--- src/include/aes_defs.svh ---
// Width and round-count macros for the AES-128 encryption engine.
// Include this header wherever block, key or word sizes are needed.

`ifndef AES_DEFS_SVH
`define AES_DEFS_SVH

////////////////////////////////////////
// Data path widths
////////////////////////////////////////

// One cipher block
`define AES_BLOCK_W 128

// Cipher key, AES-128 only
`define AES_KEY_W 128

// One state column, also one key schedule word
`define AES_WORD_W 32

////////////////////////////////////////
// Cipher length
////////////////////////////////////////

`define AES_NUM_ROUNDS 10

`endif
--- src/hdl/aes_pkg.sv ---
// Shared types and round-transform functions for the AES-128 engine.
// Blocks are in FIPS-197 byte order with byte 0 in the top bits and the
// state stored column by column.

`default_nettype none

`include "aes_defs.svh"

package aes_pkg;

  ////////////////////////////////////////
  // Types
  ////////////////////////////////////////

  typedef logic [`AES_BLOCK_W-1:0] aes_block_t;
  typedef logic [`AES_KEY_W-1:0]   aes_key_t;
  typedef logic [`AES_WORD_W-1:0]  aes_word_t;
  typedef logic [3:0]              aes_round_t;

  // Encoding 2'b11 is not supported
  typedef enum logic [1:0] {
    AES_ECB = 2'b00,
    AES_CBC = 2'b01,
    AES_CTR = 2'b10
  } aes_mode_e;

  ////////////////////////////////////////
  // S-box
  ////////////////////////////////////////

  // Forward S-box, entry 0 in the top byte
  localparam logic [2047:0] SBOX_TABLE = {
    128'h637c777bf26b6fc53001672bfed7ab76,
    128'hca82c97dfa5947f0add4a2af9ca472c0,
    128'hb7fd9326363ff7cc34a5e5f171d83115,
    128'h04c723c31896059a071280e2eb27b275,
    128'h09832c1a1b6e5aa0523bd6b329e32f84,
    128'h53d100ed20fcb15b6acbbe394a4c58cf,
    128'hd0efaafb434d338545f9027f503c9fa8,
    128'h51a3408f929d38f5bcb6da2110fff3d2,
    128'hcd0c13ec5f974417c4a77e3d645d1973,
    128'h60814fdc222a908846eeb814de5e0bdb,
    128'he0323a0a4906245cc2d3ac629195e479,
    128'he7c8376d8dd54ea96c56f4ea657aae08,
    128'hba78252e1ca6b4c6e8dd741f4bbd8b8a,
    128'h703eb5664803f60e613557b986c11d9e,
    128'he1f8981169d98e949b1e87e9ce5528df,
    128'h8ca1890dbfe6426841992d0fb054bb16
  };

  function automatic logic [7:0] sbox(input logic [7:0] b);
    return SBOX_TABLE[2047 - 8 * b -: 8];
  endfunction

  // Multiply by x in GF(2^8)
  function automatic logic [7:0] xtime(input logic [7:0] b);
    return {b[6:0], 1'b0} ^ (b[7] ? 8'h1b : 8'h00);
  endfunction

  ////////////////////////////////////////
  // Round transforms
  ////////////////////////////////////////

  function automatic aes_block_t sub_bytes(input aes_block_t s);
    aes_block_t o;
    for (int i = 0; i < 16; i++) begin
      o[8*i +: 8] = sbox(s[8*i +: 8]);
    end
    return o;
  endfunction

  // Row r rotates left by r columns
  function automatic aes_block_t shift_rows(input aes_block_t s);
    aes_block_t o;
    for (int c = 0; c < 4; c++) begin
      for (int r = 0; r < 4; r++) begin
        o[127 - 8 * (4 * c + r) -: 8] = s[127 - 8 * (4 * ((c + r) % 4) + r) -: 8];
      end
    end
    return o;
  endfunction

  function automatic aes_block_t mix_columns(input aes_block_t s);
    aes_block_t o;
    aes_word_t  w;
    logic [7:0] a0, a1, a2, a3;
    for (int c = 0; c < 4; c++) begin
      w  = s[127 - 32 * c -: 32];
      a0 = w[31:24];
      a1 = w[23:16];
      a2 = w[15:8];
      a3 = w[7:0];
      o[127 - 32 * c -: 32] = {
        xtime(a0) ^ xtime(a1) ^ a1 ^ a2 ^ a3,
        a0 ^ xtime(a1) ^ xtime(a2) ^ a2 ^ a3,
        a0 ^ a1 ^ xtime(a2) ^ xtime(a3) ^ a3,
        xtime(a0) ^ a0 ^ a1 ^ a2 ^ xtime(a3)
      };
    end
    return o;
  endfunction

  ////////////////////////////////////////
  // Key schedule helpers
  ////////////////////////////////////////

  function automatic aes_word_t sub_word(input aes_word_t w);
    aes_word_t o;
    for (int i = 0; i < 4; i++) begin
      o[8*i +: 8] = sbox(w[8*i +: 8]);
    end
    return o;
  endfunction

  function automatic aes_word_t rot_word(input aes_word_t w);
    return {w[23:0], w[31:24]};
  endfunction

endpackage

`default_nettype wire

--- src/hdl/aes_block_in.sv ---
// Input stage of the AES engine. Holds mode, key and IV or counter,
// forms the cipher input and output mask for the selected mode and
// hands each accepted block to the cipher core with a one-cycle pulse.

`default_nettype none

module aes_block_in (
  input  logic               clk_i,
  input  logic               reset_i,
  input  logic               cfg_we_i,
  input  logic [1:0]         mode_i,
  input  aes_pkg::aes_key_t  key_i,
  input  aes_pkg::aes_block_t iv_i,
  input  logic               start_i,
  input  aes_pkg::aes_block_t data_i,
  input  logic               res_valid_i,
  input  aes_pkg::aes_block_t res_data_i,
  output logic               ready_o,
  output logic               blk_valid_o,
  output aes_pkg::aes_block_t blk_state_o,
  output aes_pkg::aes_block_t blk_mask_o,
  output aes_pkg::aes_key_t  key_o
);
  import aes_pkg::*;

  aes_mode_e  mode_q, mode_d;
  aes_key_t   key_q;
  aes_block_t iv_q, iv_cur;
  logic       busy_q, start_acc, cfg_acc;
  logic       blk_valid_q;
  aes_block_t blk_state_q, blk_mask_q;

  // Free again in the cycle the result comes back
  assign ready_o   = ~busy_q | res_valid_i;
  assign start_acc = start_i & ready_o;
  // A start in the same cycle takes precedence over a config write
  assign cfg_acc   = cfg_we_i & ready_o & ~start_i;

  always_comb begin
    unique case (mode_i)
      2'b01:   mode_d = AES_CBC;
      2'b10:   mode_d = AES_CTR;
      default: mode_d = AES_ECB;
    endcase
  end

  // CBC chaining value, bypassed when the previous result lands now
  assign iv_cur = (res_valid_i && mode_q == AES_CBC) ? res_data_i : iv_q;

  always_ff @(posedge clk_i) begin
    if (reset_i) begin
      mode_q      <= AES_ECB;
      key_q       <= '0;
      iv_q        <= '0;
      busy_q      <= 1'b0;
      blk_valid_q <= 1'b0;
    end else begin
      blk_valid_q <= start_acc;
      if (start_acc) begin
        busy_q <= 1'b1;
      end else if (res_valid_i) begin
        busy_q <= 1'b0;
      end
      if (cfg_acc) begin
        mode_q <= mode_d;
        key_q  <= key_i;
        iv_q   <= iv_i;
      end else if (start_acc && mode_q == AES_CTR) begin
        iv_q <= iv_q + 1'b1;
      end else if (res_valid_i && mode_q == AES_CBC) begin
        iv_q <= res_data_i;
      end
    end
  end

  // Cipher input and output mask per mode
  always_ff @(posedge clk_i) begin
    if (start_acc) begin
      unique case (mode_q)
        AES_CBC: begin
          blk_state_q <= data_i ^ iv_cur;
          blk_mask_q  <= '0;
        end
        AES_CTR: begin
          blk_state_q <= iv_q;
          blk_mask_q  <= data_i;
        end
        default: begin
          blk_state_q <= data_i;
          blk_mask_q  <= '0;
        end
      endcase
    end
  end

  assign blk_valid_o = blk_valid_q;
  assign blk_state_o = blk_state_q;
  assign blk_mask_o  = blk_mask_q;
  assign key_o       = key_q;

endmodule

`default_nettype wire

--- config.mk ---
export PLATFORM = sky130hd
export DESIGN_NAME = aes_block_in
export DESIGN_NICKNAME = d
export VERILOG_FILES = /design/src/hdl/aes_pkg.sv /design/src/hdl/aes_block_in.sv
export VERILOG_INCLUDE_DIRS = /design/src /design/src/include
export SDC_FILE = /design/constraint.sdc
export NUM_CORES = 1
export LEC_CHECK = 0
export CAP_MARGIN = 20
export CORE_AREA = 2 2 354 356
export CTS_CLUSTER_DIAMETER = 200
export CTS_CLUSTER_SIZE = 24
export DETAILED_ROUTE_END_ITERATION = 12
export DIE_AREA = 0 0 356 358
export DONT_BUFFER_PORTS = 1
export HOLD_SLACK_MARGIN = 0.12
export SETUP_SLACK_MARGIN = 0.05
export SLEW_MARGIN = 20
export SYNTH_ARGS = -nofsm -noshare
export SYNTH_HDL_FRONTEND = slang
export SYNTH_SLANG_ARGS = --single-unit
--- constraint.sdc ---
create_clock -name clk_i -period 12.4 [get_ports clk_i]
set_clock_uncertainty 0.05 [all_clocks]
set_input_delay 3.72 -clock clk_i [delete_from_list [all_inputs] [get_ports clk_i]]
set_output_delay 3.72 -clock clk_i [all_outputs]
set_load 0.005 [all_outputs]
# --- Word level (Yosys, flattened, before mapping) ---
# Index checks and enable logic that the tools add are counted.
totals:
  regBits: 516
  inputBits: 519
  output_inout_bits: 386
  word_cells: 29
classes:
  add_sub_neg: 1
  eq_ne: 4
  mux: 7
  n_bitwise: 7
  reduce_logical: 3
op_table:
  columns: ["cell", "count"]
  rows:
  - ["128-bit 2-to-1 mux", 3]
  - ["128-bit one-hot mux with 2 select lines", 1]
  - ["128-bit by 1-bit adder with 128-bit output, second input constant", 1]
  - ["128-bit XOR", 1]
  - ["2-bit by 1-bit equality test with 1-bit output, second input constant", 2]
  - ["2-bit equality test, second input constant", 2]
  - ["2-bit one-hot mux with 2 select lines", 1]
  - ["1-bit bitwise AND", 3]
  - ["1-bit logical AND", 2]
  - ["1-bit 2-to-1 mux", 2]
  - ["1-bit NOT", 2]
  - ["2-bit nonzero test", 1]
  - ["1-bit OR", 1]

# --- Longest topological paths before layout ---
# Gate-level depths: netlist (run 1).
depth:
  word_depth: 6
  ltp_mapped: 11
  depth_no_buf: 8

# --- Least setup slack after synthesis (run 1) ---
# Ideal clock, no wire load.
synth_timing:
  path_kind: "input to register"
  start: "in res_valid_i"
  end: "reg blk_mask_q[0], in the netlist blk_mask_o[0] (enable)"
  arrival_time_ps: 10146
  path_slack_ps: 1556
  cell_stages: 4
  path_buffers: 2
  path_cell_list: "clkbuf_1 nand2b_1 clkbuf_1 and2_1"
synth_via:
  elab_chain_cells: 2
synth_lines:
  columns: ["item", "line_no", "source"]
  rows:
  - ["from (decl)", "aes_block_in.sv:16", "input logic res_valid_i,"]
  - ["1-bit OR", "aes_block_in.sv:34", "assign ready_o = ~busy_q | res_valid_i;"]
  - ["net ready_o", "aes_block_in.sv:18", "output logic ready_o,"]
  - ["1-bit bitwise AND", "aes_block_in.sv:35", "assign start_acc = start_i & ready_o;"]
  - ["net start_acc", "aes_block_in.sv:29", "logic busy_q, start_acc, cfg_acc;"]
  - ["to (signal assigned)", "aes_block_in.sv:86", "blk_mask_q <= data_i;"]
  - ["to (decl)", "aes_block_in.sv:31", "aes_block_t blk_state_q, blk_mask_q;"]
# The timed path passes the listed nets, and every way through them passes these cells.
# A chain may end at the register's enable or synchronous reset.

# --- Worst setup path in the final report (run 1) ---
layout_timing:
  start: "in res_valid_i"
  end: "out ready_o"
layout_via:
  elab_chain_cells: 1
layout_lines:
  columns: ["item", "line_no"]
  rows:
  - ["1-bit OR", "aes_block_in.sv:34"]
  - ["to (decl)", "aes_block_in.sv:18"]
# Every way passes these cells.

==> flow_summary.toml, run 1 <==
[routing]
routed_via_density = 5.25
wl_microns = 139000
antenna_left = 0
drc_errors = 0
drt_iter0_drc = 2560
via_count = 23567
wire_per_inst_microns = 30.9
firstDrtPassIters = 6

[die]
core_sq_um = 123000
start_util_pct = 22.0
die_h_microns = 358
row_count = 129
dieArea_sq_um = 127000
die_w_microns = 356
io_pins = 905

[pwr]
peakVddDrop_mv = 0.130
seq_power_share_pct = 59.8
leakagePower_nw = 10.3
p_switching_w = 0.000983
switching_share_pct = 28.9
clkPwrFrac_pct = 30.1
comb_power_share_pct = 10.1
power.density_nw_per_um2 = 115
power.internal_w = 0.00242

[finish]
final_common_cell = "nand2_1"
areaGrowthSynthToFinish_pct = 8.50
nets = 3340
fin_area_sq_um = 29500
layout-drive-gt1-share_pct = 3.74
mostFrequentLayoutCells = "nand2_1, dfxtp_1, edfxtp_1, nor2_1, a21oi_1"

[worst_setup_path]
crit_chain = "nand2b_1"
r2r_end = "blk_state_o[81]$_DFFE_PP_"
ff2ff_path_depth = 8
timing.rr.start = "mode_q[0]$_SDFFE_PP0P_"
crit_type = "input port to output port"
critPathCaptureType = "output port"
crit_path_max_fanout = 10
worstSetupStartpointType = "input port"
critPathMaxStageDelay_ns = 0.52
critPathArrivalTime_ns = 4.25
cp_data_required_time_ns = 8.63
ff2ff_setup_slack_ns = 7.89
cpLargestDelayFamily = "simple AND/OR/NAND/NOR gates"
cp_num_buf_inv = 0
crit_path_top_delay_cell = "nand2b_1"

[sta]
slew_violations = 0
rsz0062_at_grt = "false"
tightest_slew_ns = 1.09
setup_violations = 0
relSlewSlack_pct = 27.5
hold_viol_final = 0
fin_ws_ns = 4.38
period_needed_ns = 8.02
period_share_pct = 64.6
fmax_mhz = 125
finalSetupTns_ns = 0

[place]
hpwl_microns = 107000
port_buffers = 0
place_ws_ns = 4.36
placed_cell_area_sq_um = 28700
gp_congestion = 0.939

[yosys]
synth_top_area_share_pct = 28.3
synth_area_sq_um = 27100
synth_flop_cell = "dfxtp_1"
seq_area_frac_synth_pct = 47.5
synth-seq-cells = 516
synthCells = 2995
async_flop_share_pct = 0
yosysTopAreaCell = "edfxtp_1"
yosysWarnings = 0
synth.area.top_cells = "edfxtp_1, dfxtp_1, nand2_1"
synth_edf_count = 256
syn_area_per_cell_sq_um = 9.06
synth_nets = 3517
yosysUniqueCellTypes = 61

[cts]
h-tree-depth = 1
cts.repair.resized = 0
hold_buffers = 0
clk_latency_ns = 0.65
cts_made_buffers = 25
clockBufferDepth = 3
clk_pin_slew_ns = 0.10
cts_root_buffer = "clkbuf_16"
cts_sinks = 516
tritoncts = "yes"
post_cts_buffers = 0

[hold_path]
min_from = "key_o[118]$_SDFFE_PP0P_"
hp-class = "flip-flop to flip-flop"
hold_end = "key_o[118]$_SDFFE_PP0P_"
whs_path_depth = 2

[grt]
grt-ovfl-total = 0
grt_usage_pct = 20.5
antenna_found_initial = 54
grt_max_degree = 184
grt_pass1_vias = 21753
grt_pass1_wl_microns = 184000

[status]
status = "complete, no violations"

[run]
maxCapViolations = 0
## stage by stage
step | instances | hold WS, ns | power [W] | util [%]
after floorplan | 2995 | 0.399 | 0.00228 | -
after global placement | 4427 | 0.412 | 0.00241 | 23.2
after detailed placement | 4427 | 0.418 | 0.00242 | 23.2
after CTS | 4470 | 0.432 | 0.00344 | 23.8
after global routing | 4485 | 0.449 | 0.00353 | 23.9
final | 4492 | 0.431 | 0.00340 | 23.9
## Yosys cell counts, types with 8 or more instances
library cell    n
nor2_1        197
and3_1         26
clkbuf_1      211
buf_1          19
inv_1          19
o221ai_1       42
and2_1        138
dfxtp_1       260
nand2_1       565
nand4_1        79
xnor2_1        85
buf_2          10
mux2i_1       134
a221o_1       128
o21ai_0        52
edfxtp_1      256
a221oi_1       13
and4_1         15
nand2b_1        8
a211oi_1       18
nand3_1        66
xor2_1         18
o211ai_1       23
nor3_1        169
a21oi_1       174
a21o_1        127
nor4_1         51
## state kept, by name (all words and copies together), names as in the netlist
register	cells
busy_q	1
mode_q	2
key_o	128
blk_state_o	128
blk_mask_o	128
iv_q	128
blk_valid_o	1
## worst max-delay path by stage
stage | cells after the start | slack, ns | from | end
final | 1 | 4.38 | res_valid_i | ready_o
after global routing | 1 | 4.32 | res_valid_i | ready_o
after CTS | 1 | 4.37 | res_valid_i | ready_o
after detailed placement | 1 | 4.36 | res_valid_i | ready_o
after global placement | 1 | 4.41 | res_valid_i | ready_o
after floorplan | 4 | 1.56 | res_valid_i | blk_mask_o[0]$_SDFFCE_PP0P_
## power by group through the flow
stage | Clock [W] | Combinational (W) | Sequential [W]
floorplan | 0 | 0.000273 | 0.00200
global placement | 0 | 0.000333 | 0.00208
detailed placement | 0 | 0.000341 | 0.00208
CTS | 0.00106 | 0.000342 | 0.00204
global route | 0.00110 | 0.000377 | 0.00205
finish | 0.00102 | 0.000342 | 0.00204
## per-layer routing
metal  vias up  part of all wire, %  GRT usage (%)
li1      10585                    -              -
met1     11499                   38           24.2
met2      1240                   46           33.6
met3       195                   12           8.95
met4        48                  3.1           6.15
met5         -                 0.23              0
## cell families (layout without fill, tap and decap cells)
| kind of cell | Yosys count | after routing | synth area share (%) |
|---|---|---|---|
| and+or+nand+nor | 1360 | 1360 | 23.9 |
| muxes | 140 | 140 | 5.19 |
| DFF | 516 | 516 | 47.5 |
| other | 0 | 21 | 0 |
| AOI/OAI and AO/OA | 610 | 610 | 16.3 |
| buffers and inverters | 263 | 102 | 3.72 |
| xor gates and xnor gates | 103 | 103 | 3.32 |
| adders and majority gates | 3 | 3 | 0.138 |
## area by class of cell
type | count | area (sq um)
fillers | 13458 | 93900
multi-input cells | 2216 | 13300
flip-flops and latches | 516 | 12900
well taps | 1637 | 2050
clock buffers | 42 | 689
repair buffers | 40 | 345
inverters | 19 | 71.3
diodes | 21 | 52.6
clock inverters | 1 | 16.3
Note: power is estimated with default switching activity, not from simulation.
==> run 2: changes to the inputs <==
clock period = 7.2 ns   (was 12.4 ns; I/O delays follow)
==> run 2 against run 1 <==
Via count grew 0.37%; final cell count is essentially flat; design area grew 0.18%; highest routed layer unchanged; largest cell class unchanged; die area is the same.
==> flow_summary.toml, run 2 (same netlist as run 1, synthesis figures left out) <==
[status]
status = "complete, no violations"

[grt]
grt_usage_pct = 20.2
grt-ovfl-total = 0
grt_pass1_wl_microns = 183000
grt_pass1_vias = 21893
antenna_found_initial = 40
grt_max_degree = 175

[sta]
period_share_pct = 67.0
period_needed_ns = 4.83
rsz0062_at_grt = "false"
tightest_slew_ns = 1.12
hold_viol_final = 0
fmax_mhz = 207
relSlewSlack_pct = 25.5
setup_violations = 0
finalSetupTns_ns = 0
slew_violations = 0

[cts]
hold_buffers = 0
cts_sinks = 516
cts.repair.resized = 0
tritoncts = "yes"
clk_pin_slew_ns = 0.10
post_cts_buffers = 0
cts_made_buffers = 25
clockBufferDepth = 3
h-tree-depth = 1
cts_root_buffer = "clkbuf_16"
clk_latency_ns = 0.65

[finish]
mostFrequentLayoutCells = "nand2_1, dfxtp_1, edfxtp_1, nor2_1, a21oi_1"
layout-drive-gt1-share_pct = 3.87
nets = 3343
areaGrowthSynthToFinish_pct = 8.69
fin_area_sq_um = 29500
fill_cells = 13388
final_common_cell = "nand2_1"

[die]
die_w_microns = 356
die_h_microns = 358
dieArea_sq_um = 127000
io_pins = 905
core_sq_um = 123000
start_util_pct = 22.0
row_count = 129

[worst_setup_path]
cp_num_buf_inv = 0
crit_path_max_fanout = 10
cp_data_required_time_ns = 4.99
crit_path_top_delay_cell = "nand2b_1"
cpLargestDelayFamily = "simple AND/OR/NAND/NOR gates"
critPathMaxStageDelay_ns = 0.45
critPathCaptureType = "output port"
crit_chain = "nand2b_1"
critPathArrivalTime_ns = 2.62
worstSetupStartpointType = "input port"
crit_type = "input port to output port"

[run]
maxCapViolations = 0

[place]
placed_cell_area_sq_um = 28700
port_buffers = 0
hpwl_microns = 106000
gp_congestion = 0.915

[routing]
antenna_left = 0
wire_per_inst_microns = 30.5
drc_errors = 0
firstDrtPassIters = 6
wl_microns = 137000
drt_iter0_drc = 2746
routed_via_density = 5.26
via_count = 23655

[pwr]
power.density_nw_per_um2 = 198
peakVddDrop_mv = 0.202
leakagePower_nw = 10.3

[hold_path]
hp-class = "flip-flop to flip-flop"
==> run 2: changes by cell type in the layout (fill, tap and decap cells not counted), sizes merged <==
cell	change
buf	+3
clkbuf	+2
diode	-2
==> run 2: worst paths after layout <==
| path | end | cells after the start | slack (ns) | startpoint |
|---|---|---|---|---|
| worst max-delay path | ready_o | 1 | 2.37 | res_valid_i |
| worst min-delay path | key_o[11]$_SDFFE_PP0P_ | 2 | 0.43 | key_o[11]$_SDFFE_PP0P_ |
| worst max register to register | iv_q[118]$_SDFF_PP0_ | 6 | 2.99 | iv_q[5]$_SDFF_PP0_ |
| worst min register to register | key_o[11]$_SDFFE_PP0P_ | 2 | 0.43 | key_o[11]$_SDFFE_PP0P_ |
==> run 2: final cells by class <==
type	count	area [sq um]	share of cell area, %
antenna	19	47.5	0.161
clock buffer	44	697	2.36
sequential	516	12900	43.7
inverter	19	71.3	0.242
timing repair buffer	43	389	1.32
multi-input combinational	2216	13300	45.2
tap	1637	2050	6.94
clock inverter	1	16.3	0.0551
==> run 2: power breakdown <==
group          switching (W)  total, W  internal [W]  leakage, nW
combinational       0.000362  0.000595      0.000232         5.30
clock                0.00108   0.00175      0.000668        0.338
sequential          0.000230   0.00350       0.00327         4.68
total                0.00167   0.00585       0.00417         10.3
==> run 2: routing by layer <==
metal	routed length (microns)	GRT usage [%]	vias to the layer above	share of wire, %
li1	-	-	10590	-
met1	54600	24.5	11591	40
met2	65500	34.3	1260	48
met3	13300	6.93	188	9.7
met4	3690	5.05	26	2.7
met5	170	0	-	0.12
==> run 2: stage by stage <==
| stage | setup slack, ns | instances | total power, W | hold WS [ns] | utilization [%] |
|---|---|---|---|---|---|
| after floorplan | 0.775 | 2995 | 0.00391 | 0.399 | - |
| after global placement | 2.27 | 4431 | 0.00415 | 0.414 | 23.3 |
| after detailed placement | 2.25 | 4431 | 0.00417 | 0.417 | 23.3 |
| after CTS | 2.35 | 4476 | 0.00591 | 0.432 | 23.9 |
| after global routing | 2.36 | 4487 | 0.00607 | 0.443 | 23.9 |
| final | 2.37 | 4495 | 0.00585 | 0.433 | 23.9 |
